==> src/logic/addr_pkg.sv <==
`default_nettype none

package addr_pkg;

    // Instruction byte address
    typedef logic [31:0] pc_t;

    // Byte offset inside one cache line
    typedef logic [5:0] line_off_t;

    // Cache line geometry
    localparam int LINE_BYTES = 64;
    localparam int INST_BYTES = 4;

    // Number of offset bits, kept in step with line_off_t
    localparam int LINE_OFF_W = $bits(line_off_t);

endpackage

`default_nettype wire

==> src/logic/ftq_pkg.sv <==
`default_nettype none

package ftq_pkg;

    // Instruction count of a fetch block or of one line request
    // 4 bits covers FETCH_WIDTH up to 15
    typedef logic [3:0] inst_cnt_t;

    // Splitter position inside a block
    typedef enum logic {
        SPLIT_FIRST  = 1'b0,
        SPLIT_SECOND = 1'b1
    } split_state_t;

endpackage

`default_nettype wire

==> src/logic/fetch_block_gen.sv <==
`timescale 1ns/10ps
`default_nettype none

module fetch_block_gen
    import addr_pkg::*;
#(
    parameter int FETCH_WIDTH = 4
) (
    input  wire logic clk,
    input  wire logic rst_n,

    // Redirect, loads a new stream start
    input  wire logic flush_i,
    input  wire pc_t  redirect_pc_i,

    // Block stream towards the FTQ
    output logic      blk_valid_o,
    input  wire logic blk_ready_i,
    output pc_t       blk_pc_o,
    output logic      blk_cross_o
);

    // Bytes covered by one fetch block
    localparam int BLK_BYTES = FETCH_WIDTH * INST_BYTES;

    pc_t       next_pc;
    logic      active;
    logic      blk_fire;
    line_off_t blk_off;

    assign blk_fire = blk_valid_o && blk_ready_i;

    // Stream becomes live on the first redirect after reset
    always_ff @(posedge clk or negedge rst_n) begin
        if (!rst_n) begin
            active <= 1'b0;
        end else if (flush_i) begin
            active <= 1'b1;
        end
    end

    // Next block PC, a redirect wins over a handshake in the same cycle
    always_ff @(posedge clk or negedge rst_n) begin
        if (!rst_n) begin
            next_pc <= '0;
        end else if (flush_i) begin
            next_pc <= redirect_pc_i;
        end else if (blk_fire) begin
            next_pc <= next_pc + pc_t'(BLK_BYTES);
        end
    end

    assign blk_valid_o = active;
    assign blk_pc_o    = next_pc;

    // Crossing check from the start offset within the line
    assign blk_off     = blk_pc_o[LINE_OFF_W-1:0];
    assign blk_cross_o = (int'(blk_off) + BLK_BYTES) > LINE_BYTES;

    // Offered block holds until the FTQ takes it
    property p_blk_stable;
        @(posedge clk) disable iff (!rst_n)
        (blk_valid_o && !blk_ready_i && !flush_i) |=> (blk_valid_o && $stable(blk_pc_o));
    endproperty

    a_blk_stable: assert property (p_blk_stable)
        else $error("blk_pc_o changed while waiting for blk_ready_i");

endmodule

`default_nettype wire

==> src/logic/ftq.sv <==
`timescale 1ns/10ps
`default_nettype none

module ftq
    import addr_pkg::*;
#(
    parameter int FETCH_WIDTH = 4,
    parameter int QUEUE_SIZE  = 4
) (
    input  wire logic clk,
    input  wire logic rst_n,
    input  wire logic flush_i,

    // Backend retires the oldest fetched block
    input  wire logic commit_i,

    // Write side, from the block generator
    input  wire logic blk_valid_i,
    input  wire pc_t  blk_pc_i,
    input  wire logic blk_cross_i,
    output logic      blk_ready_o,

    // Read side, towards the request splitter
    output logic      head_valid_o,
    output pc_t       head_pc_o,
    output logic      head_cross_o,
    input  wire logic head_accept_i
);

    // QUEUE_SIZE is a power of two, so pointers wrap on their own
    localparam int PTR_W = $clog2(QUEUE_SIZE);
    localparam int CNT_W = $clog2(QUEUE_SIZE + 1);

    typedef logic [PTR_W-1:0] ptr_t;
    typedef logic [CNT_W-1:0] cnt_t;

    // Entry payload
    pc_t  entry_pc    [QUEUE_SIZE];
    logic entry_cross [QUEUE_SIZE];

    ptr_t wr_ptr;
    ptr_t fe_ptr;

    // occ_cnt counts written but not yet committed entries
    cnt_t occ_cnt;
    // fet_cnt counts the fetched part of those
    cnt_t fet_cnt;

    logic push;

    assign blk_ready_o = occ_cnt < cnt_t'(QUEUE_SIZE);
    assign push        = blk_valid_i && blk_ready_o;

    always_ff @(posedge clk) begin
        if (push) begin
            entry_pc[wr_ptr]    <= blk_pc_i;
            entry_cross[wr_ptr] <= blk_cross_i;
        end
    end

    // Pointer and count update, flush clears everything
    always_ff @(posedge clk or negedge rst_n) begin
        if (!rst_n) begin
            wr_ptr  <= '0;
            fe_ptr  <= '0;
            occ_cnt <= '0;
            fet_cnt <= '0;
        end else if (flush_i) begin
            wr_ptr  <= '0;
            fe_ptr  <= '0;
            occ_cnt <= '0;
            fet_cnt <= '0;
        end else begin
            if (push) begin
                wr_ptr <= wr_ptr + 1'b1;
            end
            if (head_accept_i) begin
                fe_ptr <= fe_ptr + 1'b1;
            end
            occ_cnt <= occ_cnt + cnt_t'(push) - cnt_t'(commit_i);
            fet_cnt <= fet_cnt + cnt_t'(head_accept_i) - cnt_t'(commit_i);
        end
    end

    // Something written that the splitter has not taken yet
    assign head_valid_o = occ_cnt != fet_cnt;
    assign head_pc_o    = entry_pc[fe_ptr];
    assign head_cross_o = entry_cross[fe_ptr];

    // Backend may only retire blocks that were already fetched
    a_commit_legal: assert property (
        @(posedge clk) disable iff (!rst_n)
        commit_i |-> (fet_cnt != '0))
        else $error("commit_i with no fetched block outstanding");

    a_occ_bound: assert property (
        @(posedge clk) disable iff (!rst_n)
        occ_cnt <= cnt_t'(QUEUE_SIZE))
        else $error("FTQ occupancy above QUEUE_SIZE");

endmodule

`default_nettype wire

==> src/logic/ifu_req_split.sv <==
`timescale 1ns/10ps
`default_nettype none

module ifu_req_split
    import addr_pkg::*;
    import ftq_pkg::*;
#(
    parameter int FETCH_WIDTH = 4
) (
    input  wire logic clk,
    input  wire logic rst_n,
    input  wire logic flush_i,

    // Head of the FTQ
    input  wire logic head_valid_i,
    input  wire pc_t  head_pc_i,
    input  wire logic head_cross_i,
    output logic      head_accept_o,

    // Line request towards the instruction cache
    output logic      req_valid_o,
    input  wire logic req_ready_i,
    output pc_t       req_pc_o,
    output inst_cnt_t req_cnt_o,
    output logic      req_last_o
);

    split_state_t state;
    line_off_t    head_off;
    inst_cnt_t    first_cnt;
    inst_cnt_t    second_cnt;
    pc_t          second_pc;
    logic         req_fire;

    // Instructions that fit before the end of the first line
    assign head_off   = head_pc_i[LINE_OFF_W-1:0];
    assign first_cnt  = head_cross_i ?
                        inst_cnt_t'((LINE_BYTES - int'(head_off)) / INST_BYTES) :
                        inst_cnt_t'(FETCH_WIDTH);
    assign second_cnt = inst_cnt_t'(FETCH_WIDTH) - first_cnt;

    // Start of the following line
    assign second_pc  = (head_pc_i & ~pc_t'(LINE_BYTES - 1)) + pc_t'(LINE_BYTES);

    // Head stays valid in SPLIT_SECOND since it is not yet accepted
    assign req_valid_o = head_valid_i;

    always_comb begin
        if (state == SPLIT_FIRST) begin
            req_pc_o   = head_pc_i;
            req_cnt_o  = first_cnt;
            req_last_o = !head_cross_i;
        end else begin
            req_pc_o   = second_pc;
            req_cnt_o  = second_cnt;
            req_last_o = 1'b1;
        end
    end

    assign req_fire      = req_valid_o && req_ready_i;
    assign head_accept_o = req_fire && req_last_o;

    always_ff @(posedge clk or negedge rst_n) begin
        if (!rst_n) begin
            state <= SPLIT_FIRST;
        end else if (flush_i) begin
            state <= SPLIT_FIRST;
        end else if (req_fire) begin
            // Last request of a block always returns to the first half
            state <= req_last_o ? SPLIT_FIRST : SPLIT_SECOND;
        end
    end

    // Stalled request must not move, the FTQ head has to hold as well
    property p_req_stable;
        @(posedge clk) disable iff (!rst_n)
        (req_valid_o && !req_ready_i && !flush_i) |=>
            (req_valid_o && $stable(req_pc_o) && $stable(req_cnt_o) && $stable(req_last_o));
    endproperty

    a_req_stable: assert property (p_req_stable)
        else $error("request changed under back-pressure in state %s", state.name());

endmodule

`default_nettype wire

==> src/logic/frontend_fetch_top.sv <==
`timescale 1ns/10ps
`default_nettype none

module frontend_fetch_top
    import addr_pkg::*;
    import ftq_pkg::*;
#(
    parameter int FETCH_WIDTH = 4,
    parameter int QUEUE_SIZE  = 4
) (
    input  wire logic      clk,
    input  wire logic      rst_n,

    // Redirect from the backend
    input  wire logic      redirect_valid_i,
    input  wire pc_t       redirect_pc_i,

    // Commit of the oldest fetched block
    input  wire logic      commit_i,

    // Fetch request port
    output logic           req_valid_o,
    input  wire logic      req_ready_i,
    output pc_t            req_pc_o,
    output inst_cnt_t      req_cnt_o,
    output logic           req_last_o
);

    // Generator to FTQ
    logic blk_valid;
    logic blk_ready;
    pc_t  blk_pc;
    logic blk_cross;

    // FTQ to splitter
    logic head_valid;
    pc_t  head_pc;
    logic head_cross;
    logic head_accept;

    fetch_block_gen #(
        .FETCH_WIDTH (FETCH_WIDTH)
    ) u_fetch_block_gen (
        .clk           (clk),
        .rst_n         (rst_n),
        .flush_i       (redirect_valid_i),
        .redirect_pc_i (redirect_pc_i),
        .blk_valid_o   (blk_valid),
        .blk_ready_i   (blk_ready),
        .blk_pc_o      (blk_pc),
        .blk_cross_o   (blk_cross)
    );

    ftq #(
        .FETCH_WIDTH (FETCH_WIDTH),
        .QUEUE_SIZE  (QUEUE_SIZE)
    ) u_ftq (
        .clk           (clk),
        .rst_n         (rst_n),
        .flush_i       (redirect_valid_i),
        .commit_i      (commit_i),
        .blk_valid_i   (blk_valid),
        .blk_pc_i      (blk_pc),
        .blk_cross_i   (blk_cross),
        .blk_ready_o   (blk_ready),
        .head_valid_o  (head_valid),
        .head_pc_o     (head_pc),
        .head_cross_o  (head_cross),
        .head_accept_i (head_accept)
    );

    ifu_req_split #(
        .FETCH_WIDTH (FETCH_WIDTH)
    ) u_ifu_req_split (
        .clk           (clk),
        .rst_n         (rst_n),
        .flush_i       (redirect_valid_i),
        .head_valid_i  (head_valid),
        .head_pc_i     (head_pc),
        .head_cross_i  (head_cross),
        .head_accept_o (head_accept),
        .req_valid_o   (req_valid_o),
        .req_ready_i   (req_ready_i),
        .req_pc_o      (req_pc_o),
        .req_cnt_o     (req_cnt_o),
        .req_last_o    (req_last_o)
    );

endmodule

`default_nettype wire

==> config.mk <==
export PLATFORM = sky130hd
export DESIGN_NAME = frontend_fetch_top
export DESIGN_NICKNAME = d
export VERILOG_FILES = /design/src/logic/addr_pkg.sv /design/src/logic/ftq_pkg.sv /design/src/logic/fetch_block_gen.sv /design/src/logic/ftq.sv /design/src/logic/ifu_req_split.sv /design/src/logic/frontend_fetch_top.sv
export SDC_FILE = /design/constraint.sdc
export NUM_CORES = 1
export LEC_CHECK = 0
export BUFFER_PORTS_ARGS = -buffer_cell sky130_fd_sc_hd__buf_2
export CAP_MARGIN = 20
export CORE_MARGIN = 2
export CORE_UTILIZATION = 57
export DETAILED_ROUTE_END_ITERATION = 6
export GPL_TIMING_DRIVEN = 0
export MAX_ROUTING_LAYER = met4
export PLACE_DENSITY = 0.8
export SKIP_CTS_REPAIR_TIMING = 1
export SLEW_MARGIN = 30
export SYNTH_ARGS = -nofsm -noshare
export SYNTH_HDL_FRONTEND = slang
export SYNTH_SLANG_ARGS = --single-unit
==> constraint.sdc <==
create_clock -name clk -period 3.6 [get_ports clk]
set_input_delay 0.72 -clock clk [delete_from_list [all_inputs] [get_ports clk]]
set_output_delay 0.72 -clock clk [all_outputs]
set_load 0.01 [all_outputs]
After elaboration in Yosys (flattened, before gate mapping)
Memory sizes are Yosys's and may differ from the RTL's.
Index checks and enable logic that the tools add are counted.
{"block": "op_classes", "mux": 17, "bitwise_logic": 1, "n_reduce_logical": 8, "n_lt_le_gt_ge": 2, "n_eq_ne": 1, "n_addsub": 12}
{"cell": "two-way mux 32 bit", "n": 3}
{"cell": "adder 32 x 5 -> 32 bit, second input constant", "n": 1}
{"cell": "adder 32 x 7 -> 32 bit, second input constant", "n": 1}
{"cell": "greater-than comparator 32 x 8 -> 1 bit, second input constant", "n": 1}
{"cell": "two-way mux 2 bit", "n": 4}
{"cell": "two-way mux 4 bit", "n": 2}
{"cell": "subtractor 7 x 6 -> 8 bit, first input constant", "n": 1}
{"cell": "adder 6 x 5 -> 7 bit, second input constant", "n": 1}
{"cell": "adder 3 x 1 -> 3 bit", "n": 2}
{"cell": "two-way mux 1 bit", "n": 6}
{"cell": "two-way mux 3 bit", "n": 2}
{"cell": "nonzero test 2 bit", "n": 3}
{"cell": "subtractor 3 x 1 -> 3 bit", "n": 2}
{"cell": "adder 2 x 1 -> 2 bit, second input constant", "n": 2}
{"cell": "adder 4 x 1 -> 4 bit", "n": 1}
{"cell": "subtractor 3 x 4 -> 4 bit, first input constant", "n": 1}
{"cell": "logical AND 1 bit", "n": 3}
{"cell": "< comparator 3 bit, second input constant", "n": 1}
{"cell": "!= test 3 bit", "n": 1}
{"cell": "OR reduction 2 bit", "n": 1}
{"cell": "AND 1 bit", "n": 1}
{"cell": "logical NOT 1 bit", "n": 1}
{"block": "word_totals", "regBits": 44, "mem_bits_rw": 132, "mem_count": 2, "output_inout_bits": 38, "inputBits": 37, "word_cells": 50}
{"name": "u_ftq.entry_pc", "depth": 4, "width": 32, "read_ports": 1, "rd_ports_with_merged_regs": 0, "wr": 1, "line_no": "ftq.sv:38", "text": "pc_t entry_pc [QUEUE_SIZE];"}
{"name": "u_ftq.entry_cross", "depth": 4, "width": 1, "read_ports": 1, "rd_ports_with_merged_regs": 0, "wr": 1, "line_no": "ftq.sv:39", "text": "logic entry_cross [QUEUE_SIZE];"}

Logic depth before layout (Yosys ltp)
An unclocked memory read counts as a cell.
{"block": "depth", "depth_word": 8, "depth_mapped": 14}

Hierarchy
From an unflattened synthesis, not the netlist that was laid out.
{"block": "unflattened", "cells_unflattened": 549, "hier_area_um2": 8029.0}
{"mod": "ftq", "n_inst": 1, "cells_per_inst": 232, "area_per_inst_um2": 5429.0, "seq_area_each_um2": 4214.0}
{"mod": "fetch_block_gen", "n_inst": 1, "cells_per_inst": 209, "area_per_inst_um2": 1863.0, "seq_area_each_um2": 825.8}
{"mod": "ifu_req_split", "n_inst": 1, "cells_per_inst": 108, "area_per_inst_um2": 737.0, "seq_area_each_um2": 25.0}

Worst setup path before layout
Ideal clock, no wire load.
{"block": "synth_path", "kind": "reg2out", "startpoint": "register u_ftq.fe_ptr[0]", "endpoint": "output req_pc_o[18]", "t_required_ps": 2880, "t_arrival_ps": 2333, "path_buffers": 2, "path_stages_with_launch": 10, "setup_slack_ps": 547, "path_cell_list": "dfrtp_1 -> buf_6 -> buf_6 -> mux4_2 -> ha_1 -> and2_1 -> and4_1 -> nand3_2 -> nor2_1 -> xnor2_1"}
{"block": "synth_via", "elab_chain_len": 3}
{"element": "start: declaration", "line_no": "ftq.sv:42", "text": "ptr_t fe_ptr;"}
{"element": "start signal: assignment", "line_no": "ftq.sv:78", "text": "fe_ptr <= fe_ptr + 1'b1;"}
{"element": "memory read (4 x 32 bit) (*)"}
{"element": "adder 32 x 7 -> 32 bit", "line_no": "ifu_req_split.sv:43", "text": "assign second_pc = (head_pc_i & ~pc_t'(LINE_BYTES - 1)) + pc_t'(LINE_BYTES);"}
{"element": "two-way mux 32 bit (*)", "line_no": "ifu_req_split.sv:49", "text": "if (state == SPLIT_FIRST) begin"}
{"element": "end: declaration", "line_no": "frontend_fetch_top.sv:24", "text": "output pc_t req_pc_o,"}
Every way passes the cells marked *; elsewhere a longest branch is shown, timed or not.

Worst setup path in the final report
{"block": "layout_path", "startpoint": "register u_ftq.fe_ptr[0]", "endpoint": "output req_pc_o[20]"}
Same word-level chain as after synthesis.

==> results.txt <==
----------------------------------------------------
[Floorplan]
  Core area ... approximately 14,000 um2
  Initial cell density of the core ... between 50% and 60%
  Die H ... around 120 um
  Rows ... 43
  Die W ... approximately 120 um
  Die footprint ... 14,900 um2
  Number of ports placed on the die boundary ... between 70 and 80

[Clocking]
  # clock sinks ... around 180
  Number of H-tree levels ... 4
  Cell at the root of the clock tree ... sky130_fd_sc_hd__clkbuf_16
  Clock slew at the register clock pins of the worst setup and hold paths ... 0.07 ns
  Bufs on Longest Clock Path ... 2
  Total CTS buffers ... 17
  Latest clock arrival within the worst-skew pair ... about 0.43 ns
  TritonCTS clock tree ... built

[Place]
  Port buffer count ... 73
  Detailed placement HPWL ... approximately 12,000 um
  GPL Wtd Cong ... about 0.83
  Placed Instances ... ~800

[Synthesis]
  Netlist Area Pre-Place ... approximately 8000 um2
  Number of synthesized register bits ... 176
  Average cell area after synthesis ... 14.7 um2
  Yosys warning count ... 0
  Most used flip-flop cell after synthesis ... sky130_fd_sc_hd__edfxtp_1
  Number of enable flip-flop cells after synthesis ... around 130
  Count of unique library cells instantiated by Yosys ... 44
  Number of nets produced by synthesis ... 592
  Number of standard cells after synthesis ... roughly 540
  Proportion of synthesized flip-flops having asynchronous set or reset ... about a quarter
  Part of the Yosys area used for sequential elements ... 63.6%

[GRT]
  Residual overflow from global routing ... 0
  Antenna violations before repair ... 0
  Largest net degree at the start of global routing ... 45
  Via count of the first global-routing pass ... 4,939
  First-pass GRT wire length ... 26,500 um
  GRT Overall Usage ... approximately a quarter

[Pwr]
  Total net switching power ... between 2 and 3 mW
  Net switching share of the total power ... 34.8%
  Share of power burned in combinational logic ... about 41%
  Fraction of power consumed by sequential logic ... between 30% and 40%
  VDD IR max ... about 0.00045 V
  Share of total power in the clock network ... between 20% and 30%
  Leakage ... 3.58 nW
  Total power after layout ... 8.23 mW
  P per Cell Area ... 851 nW/um2
  P_int ... 5.36 mW

[STA]
  Final period utilization ... between 90% and 100%
  Hold violation count in the final report ... 0
  Post-route worst hold slack ... around 0.29 ns
  Post-route minimum period ... roughly 3.6 ns
  Maximum operating frequency ... between 200 and 300 MHz
  Max_slew headroom ... 61.3%
  Finish-stage setup viols ... 0
  Slew at the pin closest to its max-slew limit ... 0.576 ns
  Setup repair after global routing missed its margin ... true
  Number of max-slew violations in the final report ... 0
  Setup skew after layout ... between 0.007 and 0.008 ns

[Cells and area]
  Top library cells by usage in the layout, fill and taps aside ... sky130_fd_sc_hd__edfxtp_1, sky130_fd_sc_hd__buf_2, sky130_fd_sc_hd__nand2_1, sky130_fd_sc_hd__dfrtp_1, sky130_fd_sc_hd__xnor2_1
  Proportion of layout cells with a drive suffix above 1 ... between 30% and 40%
  Layout overhead on the synthesized area ... 21.3%
  Storage element area ... 5070 um2
  # fillers ... 897
  Net total in the final layout ... 717
  Multi-input combinational cell area ... 2830 um2
  Most common cell after layout, fill and taps aside ... sky130_fd_sc_hd__edfxtp_1
  Non-filler instance count after layout ... about 860
  Number of antenna cells inserted ... 0

[Drt]
  Number of detailed-routing iterations run before antenna repair ... 5
  Routed vias ... a little over 5,000
  Number of design rule violations left after detail routing ... 0
  Initial DRC count ... approximately 440
  Vias per Instance ... 5.95
  Antenna-violating nets left ... 0
  Wirelength, routed ... 18,300 um
  Routed len/inst ... approximately 21 um

[Critical path]
  Worst-path cell with the longest stage delay ... sky130_fd_sc_hd__dfrtp_2
  Sort of element at the start of the critical path ... flop
  Crit path buf inv count ... 4
  Crit-path cells ... buf_12 > buf_12 > mux4_2 > ha_2 > and2_4 > and4_4 > buf_12 > nand3_4 > nor3_2 > xor2_1 > buf_2
  Most frequent cell on the critical path ... sky130_fd_sc_hd__buf_12
  CP Class ... flop to output pin
  Crit path capture type ... output pin
  Largest driver fanout on the critical path ... 8
  Cell class contributing the biggest share of worst-path delay ... simple AND/OR/NAND/NOR gates
  Biggest cell delay along the critical path ... about 0.45 ns
  Arrival time at the worst endpoint ... 2.86 ns
  Req. time, crit path ... roughly 2.9 ns

[Job]
  Reported max-cap violation count ... 0

[Worst hold path]
  Tightest Hold Check Type ... input pin to asynchronous set/reset pin

[Outcome]
  Result of the run ... finished, final reports clean

----------------------------------------------------
[logic make-up (layout without fill, tap and decap cells)]
group	count (synthesis)	after routing	share of synthesized area, %
fa+ha+maj	14	14	2.39
xor+xnor	65	65	7.14
buf+inv	41	178	2.51
mux	41	41	10.5
compound gates	38	38	2.59
flops	176	176	63.6
simple gates	166	167	11.3
[worst reg2reg max path, delay by kind of cell (launching register included)]
family / cells / cell delay, ns
fa+ha+maj: 3 / 0.82
flops: 1 / 0.42
simple gates: 3 / 0.39
mux: 1 / 0.58
buf+inv: 4 / 0.45
xor+xnor: 2 / 0.31
[layout make-up]
type	instances	share of cell area [%]
Clock inverter	12	1.17
Inverter	19	0.738
Tap cell	180	2.33
Clock buffer	20	4.62
Sequential cell	176	52.4
Timing Repair Buffer	106	7.51
Multi-Input combinational cell	325	29.3
Buffer	21	1.89
[worst paths after layout]
| kind | slack (ns) | cells after the start | startpoint | end |
|---|---|---|---|---|
| hold reg to reg | 0.53 | 1 | u_fetch_block_gen.blk_valid_o | u_fetch_block_gen.blk_valid_o |
| setup reg to reg | 0.49 | 13 | u_ftq.fe_ptr[0] | u_ftq.fet_cnt[2] |
| max in group asynchronous | 2.89 | 1 | rst_n | u_ftq.fe_ptr[0] |
| hold / removal | 0.29 | 1 | rst_n | u_ftq.wr_ptr[0] |
| min in group clk | 0.49 | 3 | redirect_pc_i[10] | u_fetch_block_gen.blk_pc_o[10] |
| setup / recovery | 0.02 | 11 | u_ftq.fe_ptr[0] | req_pc_o[20] |
[metal layers]
metal  track usage (%)  vias up  share of wire, %
li1                  -     2256                 -
met1              31.5     2584                40
met2              41.6      234                52
met3              4.51       34               6.1
met4              10.3        0               2.3
met5                 -        -                 0
[state kept, by name, summed over array words and instances (netlist names)]
register	count
u_ftq.entry_cross	4
u_ftq.entry_pc	128
u_ifu_req_split.state	1
u_ftq.wr_ptr	2
u_fetch_block_gen.blk_valid_o	1
u_fetch_block_gen.blk_pc_o	32
u_ftq.occ_cnt	3
u_ftq.fe_ptr	2
u_ftq.fet_cnt	3
[synth_stat cells (all sizes together) (5+ instances only)]
cell type	n	area share [%]
and2	6	0.47
and3	5	0.39
buf	10	1.1
clkbuf	12	0.57
dfrtp	44	14
edfxtp	132	50
ha	12	1.9
inv	19	0.89
mux2	6	0.85
mux4	32	9.3
nand2	51	2.4
nand3	20	1.3
nand4	12	1.1
nor2	22	1.0
nor2b	11	0.86
nor3	16	1.4
nor4	10	0.86
o21ai	30	1.9
xnor2	38	4.2
xor2	27	3.0
[stage by stage]
stage	TNS, ns	instance area [um2]	utilization (%)	setup slack, ns
detailed placement	-0.204	8670	63.0	-0.0685
global route	-0.685	9660	70.2	-0.0969
global placement	-0.0599	8560	62.1	-0.0343
CTS	-6.34	9230	67.0	-0.609
floorplan	0	7970	-	0.547
finish	0	9660	70.2	0.0208
[power groups by stage]
stage	Sequential, mW	Combinational (mW)	Clock, mW
finish	3.10	3.38	1.75
global route	3.15	3.64	1.83
CTS	3.09	2.92	1.75
detailed placement	3.12	2.87	0
global placement	3.09	2.65	0
floorplan	3.03	1.92	0
Note: power is estimated with default switching activity, not from simulation.
